===== config.mk =====
export PLATFORM = sky130hd
export DESIGN_NAME = rename_top
export DESIGN_NICKNAME = d
export VERILOG_FILES = /design/src/design/rename_cfg_pkg.sv /design/src/design/uop_pkg.sv /design/src/design/free_list_if.sv /design/src/design/free_list.sv /design/src/design/map_table.sv /design/src/design/rename_stage.sv /design/src/design/rename_top.sv
export SDC_FILE = /design/constraint.sdc
export NUM_CORES = 1
export LEC_CHECK = 0
export ABC_CLOCK_PERIOD_IN_PS = 24900
export BUFFER_PORTS_ARGS = -buffer_cell sky130_fd_sc_hd__buf_2
export CAP_MARGIN = 15
export CORE_ASPECT_RATIO = 2
export CORE_MARGIN = 4
export CORE_UTILIZATION = 65
export CTS_CLUSTER_SIZE = 12
export DETAILED_ROUTE_END_ITERATION = 7
export PLACE_DENSITY = 0.84
export SLEW_MARGIN = 30
export SYNTH_ARGS = -nofsm -noshare
export SYNTH_HDL_FRONTEND = slang
export SYNTH_SLANG_ARGS = --single-unit

===== constraint.sdc =====
create_clock -name clock -period 24.9 [get_ports clock]
set_clock_uncertainty 0.2 [all_clocks]
set_input_delay 4.98 -clock clock [delete_from_list [all_inputs] [get_ports clock]]
set_output_delay 4.98 -clock clock [all_outputs]
set_load 0.005 [all_outputs]

===== src/design/rename_cfg_pkg.sv =====
package rename_cfg_pkg;

    // ============================================================
    // register file sizes
    // ============================================================

    // architectural registers seen by software
    localparam int unsigned ARCH_REGS = 32;

    // physical registers in the PRF
    localparam int unsigned PHYS_REGS = 64;

    // registers not holding committed state start out free
    localparam int unsigned FREE_DEPTH = PHYS_REGS - ARCH_REGS;

    // ============================================================
    // index widths
    // ============================================================

    localparam int unsigned PHYS_IDX_W = $clog2(PHYS_REGS);
    localparam int unsigned ARCH_IDX_W = $clog2(ARCH_REGS);

    // pointer into the free-list storage, wraps on its own
    localparam int unsigned FREE_PTR_W = $clog2(FREE_DEPTH);

    // count needs one more bit to hold FREE_DEPTH itself
    localparam int unsigned FREE_CNT_W = $clog2(FREE_DEPTH + 1);

    // ============================================================
    // index types
    // ============================================================

    typedef logic [PHYS_IDX_W-1:0] phys_reg_t;
    typedef logic [ARCH_IDX_W-1:0] arch_reg_t;
    typedef logic [FREE_PTR_W-1:0] free_ptr_t;
    typedef logic [FREE_CNT_W-1:0] free_count_t;

endpackage


===== src/design/uop_pkg.sv =====
package uop_pkg;

    // ============================================================
    // operation kinds entering rename
    // ============================================================

    // 2-bit encoding, matches the decode field
    typedef enum logic [1:0] {
        UOP_ALU    = 2'd0,
        UOP_LOAD   = 2'd1,
        UOP_STORE  = 2'd2,
        UOP_BRANCH = 2'd3
    } uop_kind_e;

    // ============================================================
    // destination rule
    // ============================================================

    // alu and load produce a register result
    // store and branch never write the register file
    // dest 0 is filtered separately by the rename stage
    function automatic logic writes_dest(input uop_kind_e kind);
        logic result;
        case (kind)
            UOP_ALU:    result = 1'b1;
            UOP_LOAD:   result = 1'b1;
            UOP_STORE:  result = 1'b0;
            UOP_BRANCH: result = 1'b0;
            default:    result = 1'b0;
        endcase
        return result;
    endfunction

endpackage


===== src/design/free_list_if.sv =====
`timescale 1ns/1ps

// allocate side of the free list
interface free_list_if;

    import rename_cfg_pkg::*;

    // rename wants a new physical register this cycle
    logic      alloc_req;

    // granted index, only meaningful with alloc_valid
    phys_reg_t alloc_phys;

    // combinational grant in the same cycle as the request
    logic      alloc_valid;

    // no stored entries left, a release may still be forwarded
    logic      empty;

    // rename side
    modport requester (
        output alloc_req,
        input  alloc_phys,
        input  alloc_valid,
        input  empty
    );

    // free list side
    modport provider (
        input  alloc_req,
        output alloc_phys,
        output alloc_valid,
        output empty
    );

endinterface


===== src/design/free_list.sv =====
`timescale 1ns/1ps

module free_list (
    input  logic                        clock,
    input  logic                        reset,

    // allocate side toward rename
    free_list_if.provider               fl,

    // release side from commit
    input  logic                        commit_valid_i,
    input  rename_cfg_pkg::phys_reg_t   commit_old_phys_i,

    // number of stored free registers
    output rename_cfg_pkg::free_count_t free_count_o
);

    import rename_cfg_pkg::*;

    // ============================================================
    // storage and pointers
    // ============================================================

    phys_reg_t   fifo_q [FREE_DEPTH];
    free_ptr_t   head_q;
    free_ptr_t   tail_q;
    free_count_t count_q;

    // per-cycle decisions
    logic        rel_ok;
    logic        list_empty;
    logic        bypass;
    logic        push;
    logic        pop;
    free_count_t count_d;

    // ============================================================
    // release first
    // ============================================================

    // physical 0 is hardwired, never returned to the pool
    assign rel_ok     = commit_valid_i && (commit_old_phys_i != '0);
    assign list_empty = (count_q == '0);

    // empty list plus a release in the same cycle
    // the released index goes straight to the requester
    assign bypass = fl.alloc_req && list_empty && rel_ok;

    // a forwarded release is never written
    assign push = rel_ok && !bypass;

    // head only moves when a stored entry is handed out
    assign pop = fl.alloc_req && !list_empty;

    // ============================================================
    // allocate side
    // ============================================================

    // grant against stored count plus this cycle's release
    assign fl.alloc_valid = fl.alloc_req && (!list_empty || rel_ok);
    assign fl.empty       = list_empty;

    always_comb begin
        fl.alloc_phys = '0;
        if (fl.alloc_valid) begin
            if (list_empty) begin
                // forwarded from commit
                fl.alloc_phys = commit_old_phys_i;
            end else begin
                fl.alloc_phys = fifo_q[head_q];
            end
        end
    end

    // ============================================================
    // count update
    // ============================================================

    // +1 for accepted release, -1 for granted allocation
    // bypass does both and leaves the count alone
    always_comb begin
        count_d = count_q;
        case ({push, pop})
            2'b10:   count_d = count_q + free_count_t'(1);
            2'b01:   count_d = count_q - free_count_t'(1);
            default: count_d = count_q;
        endcase
    end

    assign free_count_o = count_q;

    // ============================================================
    // state
    // ============================================================

    always_ff @(posedge clock or posedge reset) begin
        if (reset) begin
            head_q  <= '0;
            // list starts full, next write slot wraps onto head
            tail_q  <= '0;
            count_q <= free_count_t'(FREE_DEPTH);
            // every register above the arch set starts free
            for (int i = 0; i < FREE_DEPTH; i++) begin
                fifo_q[i] <= phys_reg_t'(ARCH_REGS + i);
            end
        end else begin
            if (push) begin
                fifo_q[tail_q] <= commit_old_phys_i;
                tail_q         <= tail_q + free_ptr_t'(1);
            end
            if (pop) begin
                head_q <= head_q + free_ptr_t'(1);
            end
            count_q <= count_d;
        end
    end

endmodule


===== src/design/map_table.sv =====
`timescale 1ns/1ps

module map_table (
    input  logic                      clock,
    input  logic                      reset,

    // source lookups
    input  rename_cfg_pkg::arch_reg_t src1_arch_i,
    input  rename_cfg_pkg::arch_reg_t src2_arch_i,
    output rename_cfg_pkg::phys_reg_t src1_phys_o,
    output rename_cfg_pkg::phys_reg_t src2_phys_o,

    // destination lookup and update
    input  rename_cfg_pkg::arch_reg_t dest_arch_i,
    output rename_cfg_pkg::phys_reg_t old_phys_o,
    input  logic                      write_en_i,
    input  rename_cfg_pkg::phys_reg_t write_phys_i
);

    import rename_cfg_pkg::*;

    // ============================================================
    // speculative map, one entry per arch register
    // ============================================================

    phys_reg_t map_q [ARCH_REGS];

    // entry 0 stays pinned to physical 0
    logic      write_ok;

    assign write_ok = write_en_i && (dest_arch_i != '0);

    // reads see the table before this cycle's write
    // so a source equal to its own dest gets the old mapping
    assign src1_phys_o = map_q[src1_arch_i];
    assign src2_phys_o = map_q[src2_arch_i];

    // previous mapping, released later by commit
    assign old_phys_o  = map_q[dest_arch_i];

    // ============================================================
    // update
    // ============================================================

    always_ff @(posedge clock or posedge reset) begin
        if (reset) begin
            // identity: arch r lives in phys r
            for (int i = 0; i < ARCH_REGS; i++) begin
                map_q[i] <= phys_reg_t'(i);
            end
        end else begin
            if (write_ok) begin
                map_q[dest_arch_i] <= write_phys_i;
            end
        end
    end

endmodule


===== src/design/rename_stage.sv =====
`timescale 1ns/1ps

module rename_stage (
    // dispatch side
    input  logic                      disp_valid_i,
    input  uop_pkg::uop_kind_e        disp_kind_i,
    input  rename_cfg_pkg::arch_reg_t disp_dest_i,

    // rename results
    output logic                      ren_valid_o,
    output logic                      ren_stall_o,
    output rename_cfg_pkg::phys_reg_t ren_dest_phys_o,
    output rename_cfg_pkg::phys_reg_t ren_old_phys_o,

    // free list allocate side
    free_list_if.requester            fl,

    // map table destination port
    output logic                      map_write_en_o,
    output rename_cfg_pkg::phys_reg_t map_write_phys_o,
    input  rename_cfg_pkg::phys_reg_t map_old_phys_i
);

    import rename_cfg_pkg::*;
    import uop_pkg::*;

    // ============================================================
    // allocation decision
    // ============================================================

    // instruction needs a fresh physical register
    logic needs_dest;

    // request granted this cycle
    logic granted;

    // arch 0 is never renamed
    assign needs_dest = disp_valid_i
                     && writes_dest(disp_kind_i)
                     && (disp_dest_i != '0);

    assign fl.alloc_req = needs_dest;

    assign granted = needs_dest && fl.alloc_valid;

    // only a drained list with no release to forward refuses
    assign ren_stall_o = needs_dest && fl.empty && !fl.alloc_valid;

    // instructions without a dest pass straight through
    assign ren_valid_o = disp_valid_i && !ren_stall_o;

    // ============================================================
    // map update and outputs
    // ============================================================

    // no map change while stalled
    assign map_write_en_o   = granted;
    assign map_write_phys_o = fl.alloc_phys;

    // zero for store, branch, dest 0 and stall
    always_comb begin
        ren_dest_phys_o = '0;
        ren_old_phys_o  = '0;
        if (granted) begin
            ren_dest_phys_o = fl.alloc_phys;
            // previous mapping goes to commit for release
            ren_old_phys_o  = map_old_phys_i;
        end
    end

endmodule


===== src/design/rename_top.sv =====
`timescale 1ns/1ps

module rename_top (
    input  logic                        clock,
    input  logic                        reset,

    // dispatch
    input  logic                        disp_valid_i,
    input  uop_pkg::uop_kind_e          disp_kind_i,
    input  rename_cfg_pkg::arch_reg_t   disp_dest_i,
    input  rename_cfg_pkg::arch_reg_t   disp_src1_i,
    input  rename_cfg_pkg::arch_reg_t   disp_src2_i,

    // rename results
    output logic                        ren_valid_o,
    output logic                        ren_stall_o,
    output rename_cfg_pkg::phys_reg_t   ren_dest_phys_o,
    output rename_cfg_pkg::phys_reg_t   ren_old_phys_o,
    output rename_cfg_pkg::phys_reg_t   ren_src1_phys_o,
    output rename_cfg_pkg::phys_reg_t   ren_src2_phys_o,

    // commit release
    input  logic                        commit_valid_i,
    input  rename_cfg_pkg::phys_reg_t   commit_old_phys_i,
    output rename_cfg_pkg::free_count_t free_count_o
);

    import rename_cfg_pkg::*;

    // ============================================================
    // internal wiring
    // ============================================================

    free_list_if fl_if ();

    // stage <-> map destination port
    logic      map_write_en;
    phys_reg_t map_write_phys;
    phys_reg_t map_old_phys;

    // ============================================================
    // instances
    // ============================================================

    rename_stage u_rename_stage (
        .disp_valid_i     (disp_valid_i),
        .disp_kind_i      (disp_kind_i),
        .disp_dest_i      (disp_dest_i),
        .ren_valid_o      (ren_valid_o),
        .ren_stall_o      (ren_stall_o),
        .ren_dest_phys_o  (ren_dest_phys_o),
        .ren_old_phys_o   (ren_old_phys_o),
        .fl               (fl_if.requester),
        .map_write_en_o   (map_write_en),
        .map_write_phys_o (map_write_phys),
        .map_old_phys_i   (map_old_phys)
    );

    map_table u_map_table (
        .clock        (clock),
        .reset        (reset),
        .src1_arch_i  (disp_src1_i),
        .src2_arch_i  (disp_src2_i),
        .src1_phys_o  (ren_src1_phys_o),
        .src2_phys_o  (ren_src2_phys_o),
        .dest_arch_i  (disp_dest_i),
        .old_phys_o   (map_old_phys),
        .write_en_i   (map_write_en),
        .write_phys_i (map_write_phys)
    );

    free_list u_free_list (
        .clock             (clock),
        .reset             (reset),
        .fl                (fl_if.provider),
        .commit_valid_i    (commit_valid_i),
        .commit_old_phys_i (commit_old_phys_i),
        .free_count_o      (free_count_o)
    );

endmodule


==> Yosys cells after proc, flatten, opt, wreduce, memory -nomap -nowiden <==
Index checks and enable logic that the tools add are counted.
{ "totals": {"reg_bits": 400, "in_bits": 27, "output_inout_bits": 32, "elab_cells": 138} }
{ "classes": {"n_addsub": 4, "order_cmp": 7, "n_eq_ne": 5, "mux": 24, "bitwise_logic": 5, "n_reduce_logical": 26} }
{ "op_table": {"columns": ["op", "count"], "rows": [
  ["bitwise mux 192 bit", 2],
  ["binary-select mux 6 bit (select 5 bit)", 4],
  ["2-to-1 mux 6 bit", 14],
  ["demux 6 bit (select 5 bit)", 2],
  ["greater-or-equal comparator 6 bit, second input constant", 5],
  ["NOT 5 -> 6 bit", 5],
  ["logical AND 1 bit", 14],
  ["less-than comparator 6 x 1 -> 1 bit, second input constant", 2],
  ["case mux 6 bit (2 select lines)", 1],
  ["adder 5 x 1 -> 5 bit, second input constant", 2],
  ["adder 6 x 1 -> 6 bit, second input constant", 1],
  ["== test 2 bit, second input constant", 3],
  ["zero test 6 bit", 1],
  ["nonzero test 6 bit", 1],
  ["subtractor 6 x 1 -> 6 bit, second input constant", 1],
  ["nonzero test 5 bit", 1],
  ["== test 2 x 1 -> 1 bit, second input constant", 2],
  ["zero test 1 bit", 4],
  ["OR reduction 2 bit", 2],
  ["zero test 2 bit", 1],
  ["case mux 1 bit (2 select lines)", 1],
  ["nonzero test 2 bit", 1],
  ["logical OR 1 bit", 1]
]} }

==> Depth between registers and ports, before layout <==
{ "depth": {"depth_word": 11, "ltp_mapped": 15, "depth_no_buf": 12} }

==> Hierarchy <==
A second synthesis with hierarchy kept.
{ "hier_totals": {"cells_unflattened": 1533, "area_unflattened_um2": 22636.7} }
{ "modules_own_cells": {"columns": ["module", "n_inst", "cells_each", "area_each_um2", "seq_area_each_um2"], "rows": [
  ["map_table", 1, 783, 12010.3, 4904.7],
  ["free_list", 1, 705, 10308.6, 5346.4],
  ["rename_stage", 1, 45, 317.8, 0.0]
]} }

==> Least setup slack after synthesis <==
No wires, ideal clock.
{ "synth_path": {"path_type": "input-to-output", "from": "input port disp_src1_i[0]", "to": "output port ren_src1_phys_o[5]", "t_arrival_ns": 7.072, "path_slack_ns": 12.648, "stages": 5, "n_path_buf": 2, "path_cell_list": "buf_1 -> buf_2 -> mux4_2 -> mux4_2 -> mux2_2"} }
{ "synth_between": {"elab_chain_cells": 4} }
{ "synth_rtl": {"columns": ["item", "line_no", "rtl"], "rows": [
  ["start, declared", "rename_top.sv:11", "input rename_cfg_pkg::arch_reg_t disp_src1_i,"],
  ["NOT 5 -> 6 bit (implied by the code)", "map_table.sv:35", "assign src1_phys_o = map_q[src1_arch_i];"],
  ["binary-select mux 6 bit (select 5 bit)", "map_table.sv:35", null],
  ["2-to-1 mux 6 bit (implied by the code) (2 in a row)", "map_table.sv:35", null],
  ["end, declared", "rename_top.sv:19", "output rename_cfg_pkg::phys_reg_t ren_src1_phys_o,"]
]} }
No other way between the ends. The select of a mux whose other input is x is not followed.

==> Worst setup path in the final report <==
{ "layout_path": {"from": "input port commit_old_phys_i[2]", "to": "output port ren_old_phys_o[2]"} }
{ "layout_between": {"elab_chain_cells": 6} }
{ "layout_rtl": {"columns": ["item", "line_no", "rtl"], "rows": [
  ["start, declared", "rename_top.sv:24", "input rename_cfg_pkg::phys_reg_t commit_old_phys_i,"],
  ["nonzero test 6 bit", "free_list.sv:42", "assign rel_ok = commit_valid_i && (commit_old_phys_i != '0);"],
  ["logical AND 1 bit", "free_list.sv:42", null],
  ["logical OR 1 bit", "free_list.sv:60", "assign fl.alloc_valid = fl.alloc_req && (!list_empty || rel_ok);"],
  ["logical AND 1 bit", "free_list.sv:60", null],
  ["logical AND 1 bit", "rename_stage.sv:44", "assign granted = needs_dest && fl.alloc_valid;"],
  ["2-to-1 mux 6 bit", "rename_stage.sv:64", "if (granted) begin"],
  ["end, declared", "rename_top.sv:18", "output rename_cfg_pkg::phys_reg_t ren_old_phys_o,"]
]} }
No other way between the ends.

==> results_dict.tcl <==
set metrics [dict create \
    p_sw_mw 1.06 \
    grt_pass1_wl_mm 103 \
    synth-seq-cells 400 \
    tightest_slew_ps 1010 \
    startpoint_type "primary input" \
    async_reset_ff_share_pct 100 \
    topRoutingLayerUsed "met4" \
    synth_top_area_share_pct 22.3 \
    postLayoutCoreUtil_pct 70.8 \
    multiInputGateArea_um2 12300 \
    period_share_pct 52.7 \
    drt_pre_antenna_iters 7 \
    nets 1763 \
    grt_pass1_vias 17100 \
    root_buffer "clkbuf_16" \
    crit_slowest_cell "buf_4" \
    gp_congestion 0.994 \
    via_count 16300 \
    critical_path_class "primary input to output pin" \
    seq_area_um2 10300 \
    clkLatencyLatePin_ps 550 \
    start_util_pct 66.0 \
    fin_area_um2 24900 \
    drt_iter0_drc 1702 \
    dieArea_um2 39000 \
    portBuffers 57 \
    cap_violations 0 \
    switching_share_pct 37.4 \
    worstPathCellList "buf_2 -> or4_1 -> o31a_2 -> buf_4 -> o21ai_0 -> nor4_1 -> buf_2" \
    most-common-layout-cells "mux2_2, dfrtp_1, dfstp_2" \
    cts.clk_slew.worst_paths_ps 60 \
    die_w_um 142 \
    pwr-share-clk_pct 19.9 \
    endpoint "ren_old_phys_o[2]" \
    syn_area_um2 23200 \
    viasPerCell 7.37 \
    cts.sinks 400 \
    drt_drc_violations_left 0 \
    gr-usage-all-layers_pct 34.9 \
    rows 97 \
    cts_hold_buf 0 \
    worst-path-buf-inv 3 \
    critical_path.most_common_cell "buf_2" \
    synth_warnings 0 \
    routedWlPerCell_um 30.2 \
    maxSlewViolCount 0 \
    powerDensity_nw_per_um2 114 \
    grt_setup_unrepaired "no" \
    p_seq_share_pct 41.0 \
    cts_tree "done" \
    synth_fp_nets 1779 \
    ys_top_cells_by_area "dfrtp_1, dfstp_2, mux4_2" \
    yosysSeqAreaShare_pct 44.1 \
    fmax_mhz 76.2 \
    numCtsBuffers 40 \
    max_stage_delay_ps 690 \
    dp_hpwl_mm 45.3 \
    cts_setup_buffers 0 \
    synthFlopType "dfrtp_1" \
    dpl_cell_area_um2 23700 \
    cp_num_cells 7 \
    fin_cells 2206 \
    setup_tns_ps 0 \
    slew-limit-headroom_pct 32.0 \
    min_period_ps 13130 \
    cts_max_path_buffers 3 \
    wl_met3_mm 4.68 \
    num_io_pins 59 \
    nFillCells 2398 \
    area_delta_synth_final_pct 7.26 \
    rrSetupSlack_ps 20830 \
    hp-class "register to register" \
    h-tree-depth 2 \
    arrival_ps 7950 \
    status "finished, final reports clean" \
    worstSetupStartpoint "commit_old_phys_i[2]" \
    reg2reg_to "u_free_list.free_count_o[4]" \
    post-synth-top-area-cell "dfrtp_1" \
    layout_commonest_cell "mux2_2" \
    path_delay_family "buffers and inverters" \
    syn_area_per_cell_um2 13.3 \
    grt_antenna_before_repair 2 \
    r2r-start "u_free_list.free_count_o[1]" \
    finalSetupViolCount 0 \
    hold_viol 0 \
    die_y_um 275 \
    wl_met2_mm 34.4 \
    ys_types 60 \
    routed_wl_mm 66.6 \
    vdd_ir_drop_max_uv 78.7 \
    dp.cells 2130 \
    coreArea_um2 35200 \
    drtAntennaViolNets 0 \
    overflow 0 \
    syn_inst 1744 \
    rr_worst_depth 12 \
    cp_data_required_time_ps 19720 \
    synth-edff-count 0 \
    cp_max_fo 37 \
    grt_max_degree 192 \
    intPower_mw 1.78 \
    cts_resized 0 \
    layout-drive-gt1-share_pct 47.4 \
    combPwrFrac_pct 39.1 \
    cp-end-kind "output pin" \
    p_leak_nw 10.8 \
    wirelength_met1_mm 20.3 \
]
## worst min-delay path by stage
stage | start | end | cells after the start
floorplan | u_map_table.map_q[186] | u_map_table.map_q[186] | 1
global placement | u_map_table.map_q[186] | u_map_table.map_q[186] | 0
detailed placement | u_map_table.map_q[186] | u_map_table.map_q[186] | 0
CTS | u_map_table.map_q[186] | u_map_table.map_q[186] | 0
global route | u_map_table.map_q[186] | u_map_table.map_q[186] | 0
finish | u_map_table.map_q[190] | u_map_table.map_q[190] | 0
## stage by stage
step | setup WS, ps | power [mW] | hold WS, ps
finish | 11770 | 2.84 | 223
global route | 11650 | 2.96 | 245
CTS | 11910 | 2.81 | 226
detailed placement | 11900 | 2.24 | 208
global placement | 11890 | 2.18 | 193
floorplan | 8910 | 1.87 | 258
## worst reg2reg max path, stage by stage, from the launching register on
cell,delay [ps]
dfrtp_1,450
or3_4,450
nor4_4,140
buf_4,530
a21oi_1,340
inv_1,200
ha_1,480
xor2_1,140
ha_1,250
or3b_2,480
o221ai_1,80
nand2b_1,100
xnor2_1,130
## power groups by stage
stage	clock network [mW]	logic, mW	registers [mW]
floorplan	0	0.795	1.08
global placement	0	1.05	1.13
detailed placement	0	1.08	1.16
CTS	0.572	1.09	1.15
global route	0.595	1.17	1.19
finish	0.563	1.11	1.16
## logic make-up after synthesis
| logic type | count (synthesis) | synth area share, % |
|---|---|---|
| buf+inv | 156 | 3.16 |
| simple gates | 286 | 6.11 |
| mux | 563 | 35.8 |
| fa+ha+maj | 8 | 0.431 |
| xor+xnor | 15 | 0.566 |
| flops | 400 | 44.1 |
| compound gates | 316 | 9.76 |
## per-layer routing
metal	up-vias	GRT usage, %
li1	6685	-
met4	0	30.0
met3	354	6.00
met1	8236	37.0
met2	978	59.5
met5	-	0
## sequential cells by signal, indices dropped and copies added (netlist names)
register	count
u_free_list.fifo_q	192
u_free_list.free_count_o	6
u_free_list.head_q	5
u_free_list.tail_q	5
u_map_table.map_q	192
## cell usage after synthesis, types with 8 or more instances
cell,number
o21ai_0,57
mux2i_1,124
buf_1,17
mux4_2,190
o211ai_4,18
xnor2_1,10
nor3_1,31
inv_1,9
nand2b_1,16
a22oi_1,11
nor2b_1,11
mux2_2,249
o31ai_1,21
nor4_1,9
dfstp_2,193
dfrtp_1,207
clkbuf_1,72
nor2_1,61
o22ai_1,31
nand2_1,106
nand2_2,8
buf_2,42
ha_1,8
a21oi_1,130
## area by class of cell
class | count | area share [%]
multi-input cells | 1188 | 49.4
flip-flops and latches | 400 | 41.2
clock buffers | 67 | 4.55
repair buffers | 89 | 2.32
well taps | 445 | 2.23
inverters | 9 | 0.186
clock inverters | 6 | 0.151
diodes | 2 | 0.0201
Note: power is estimated with default switching activity, not from simulation.
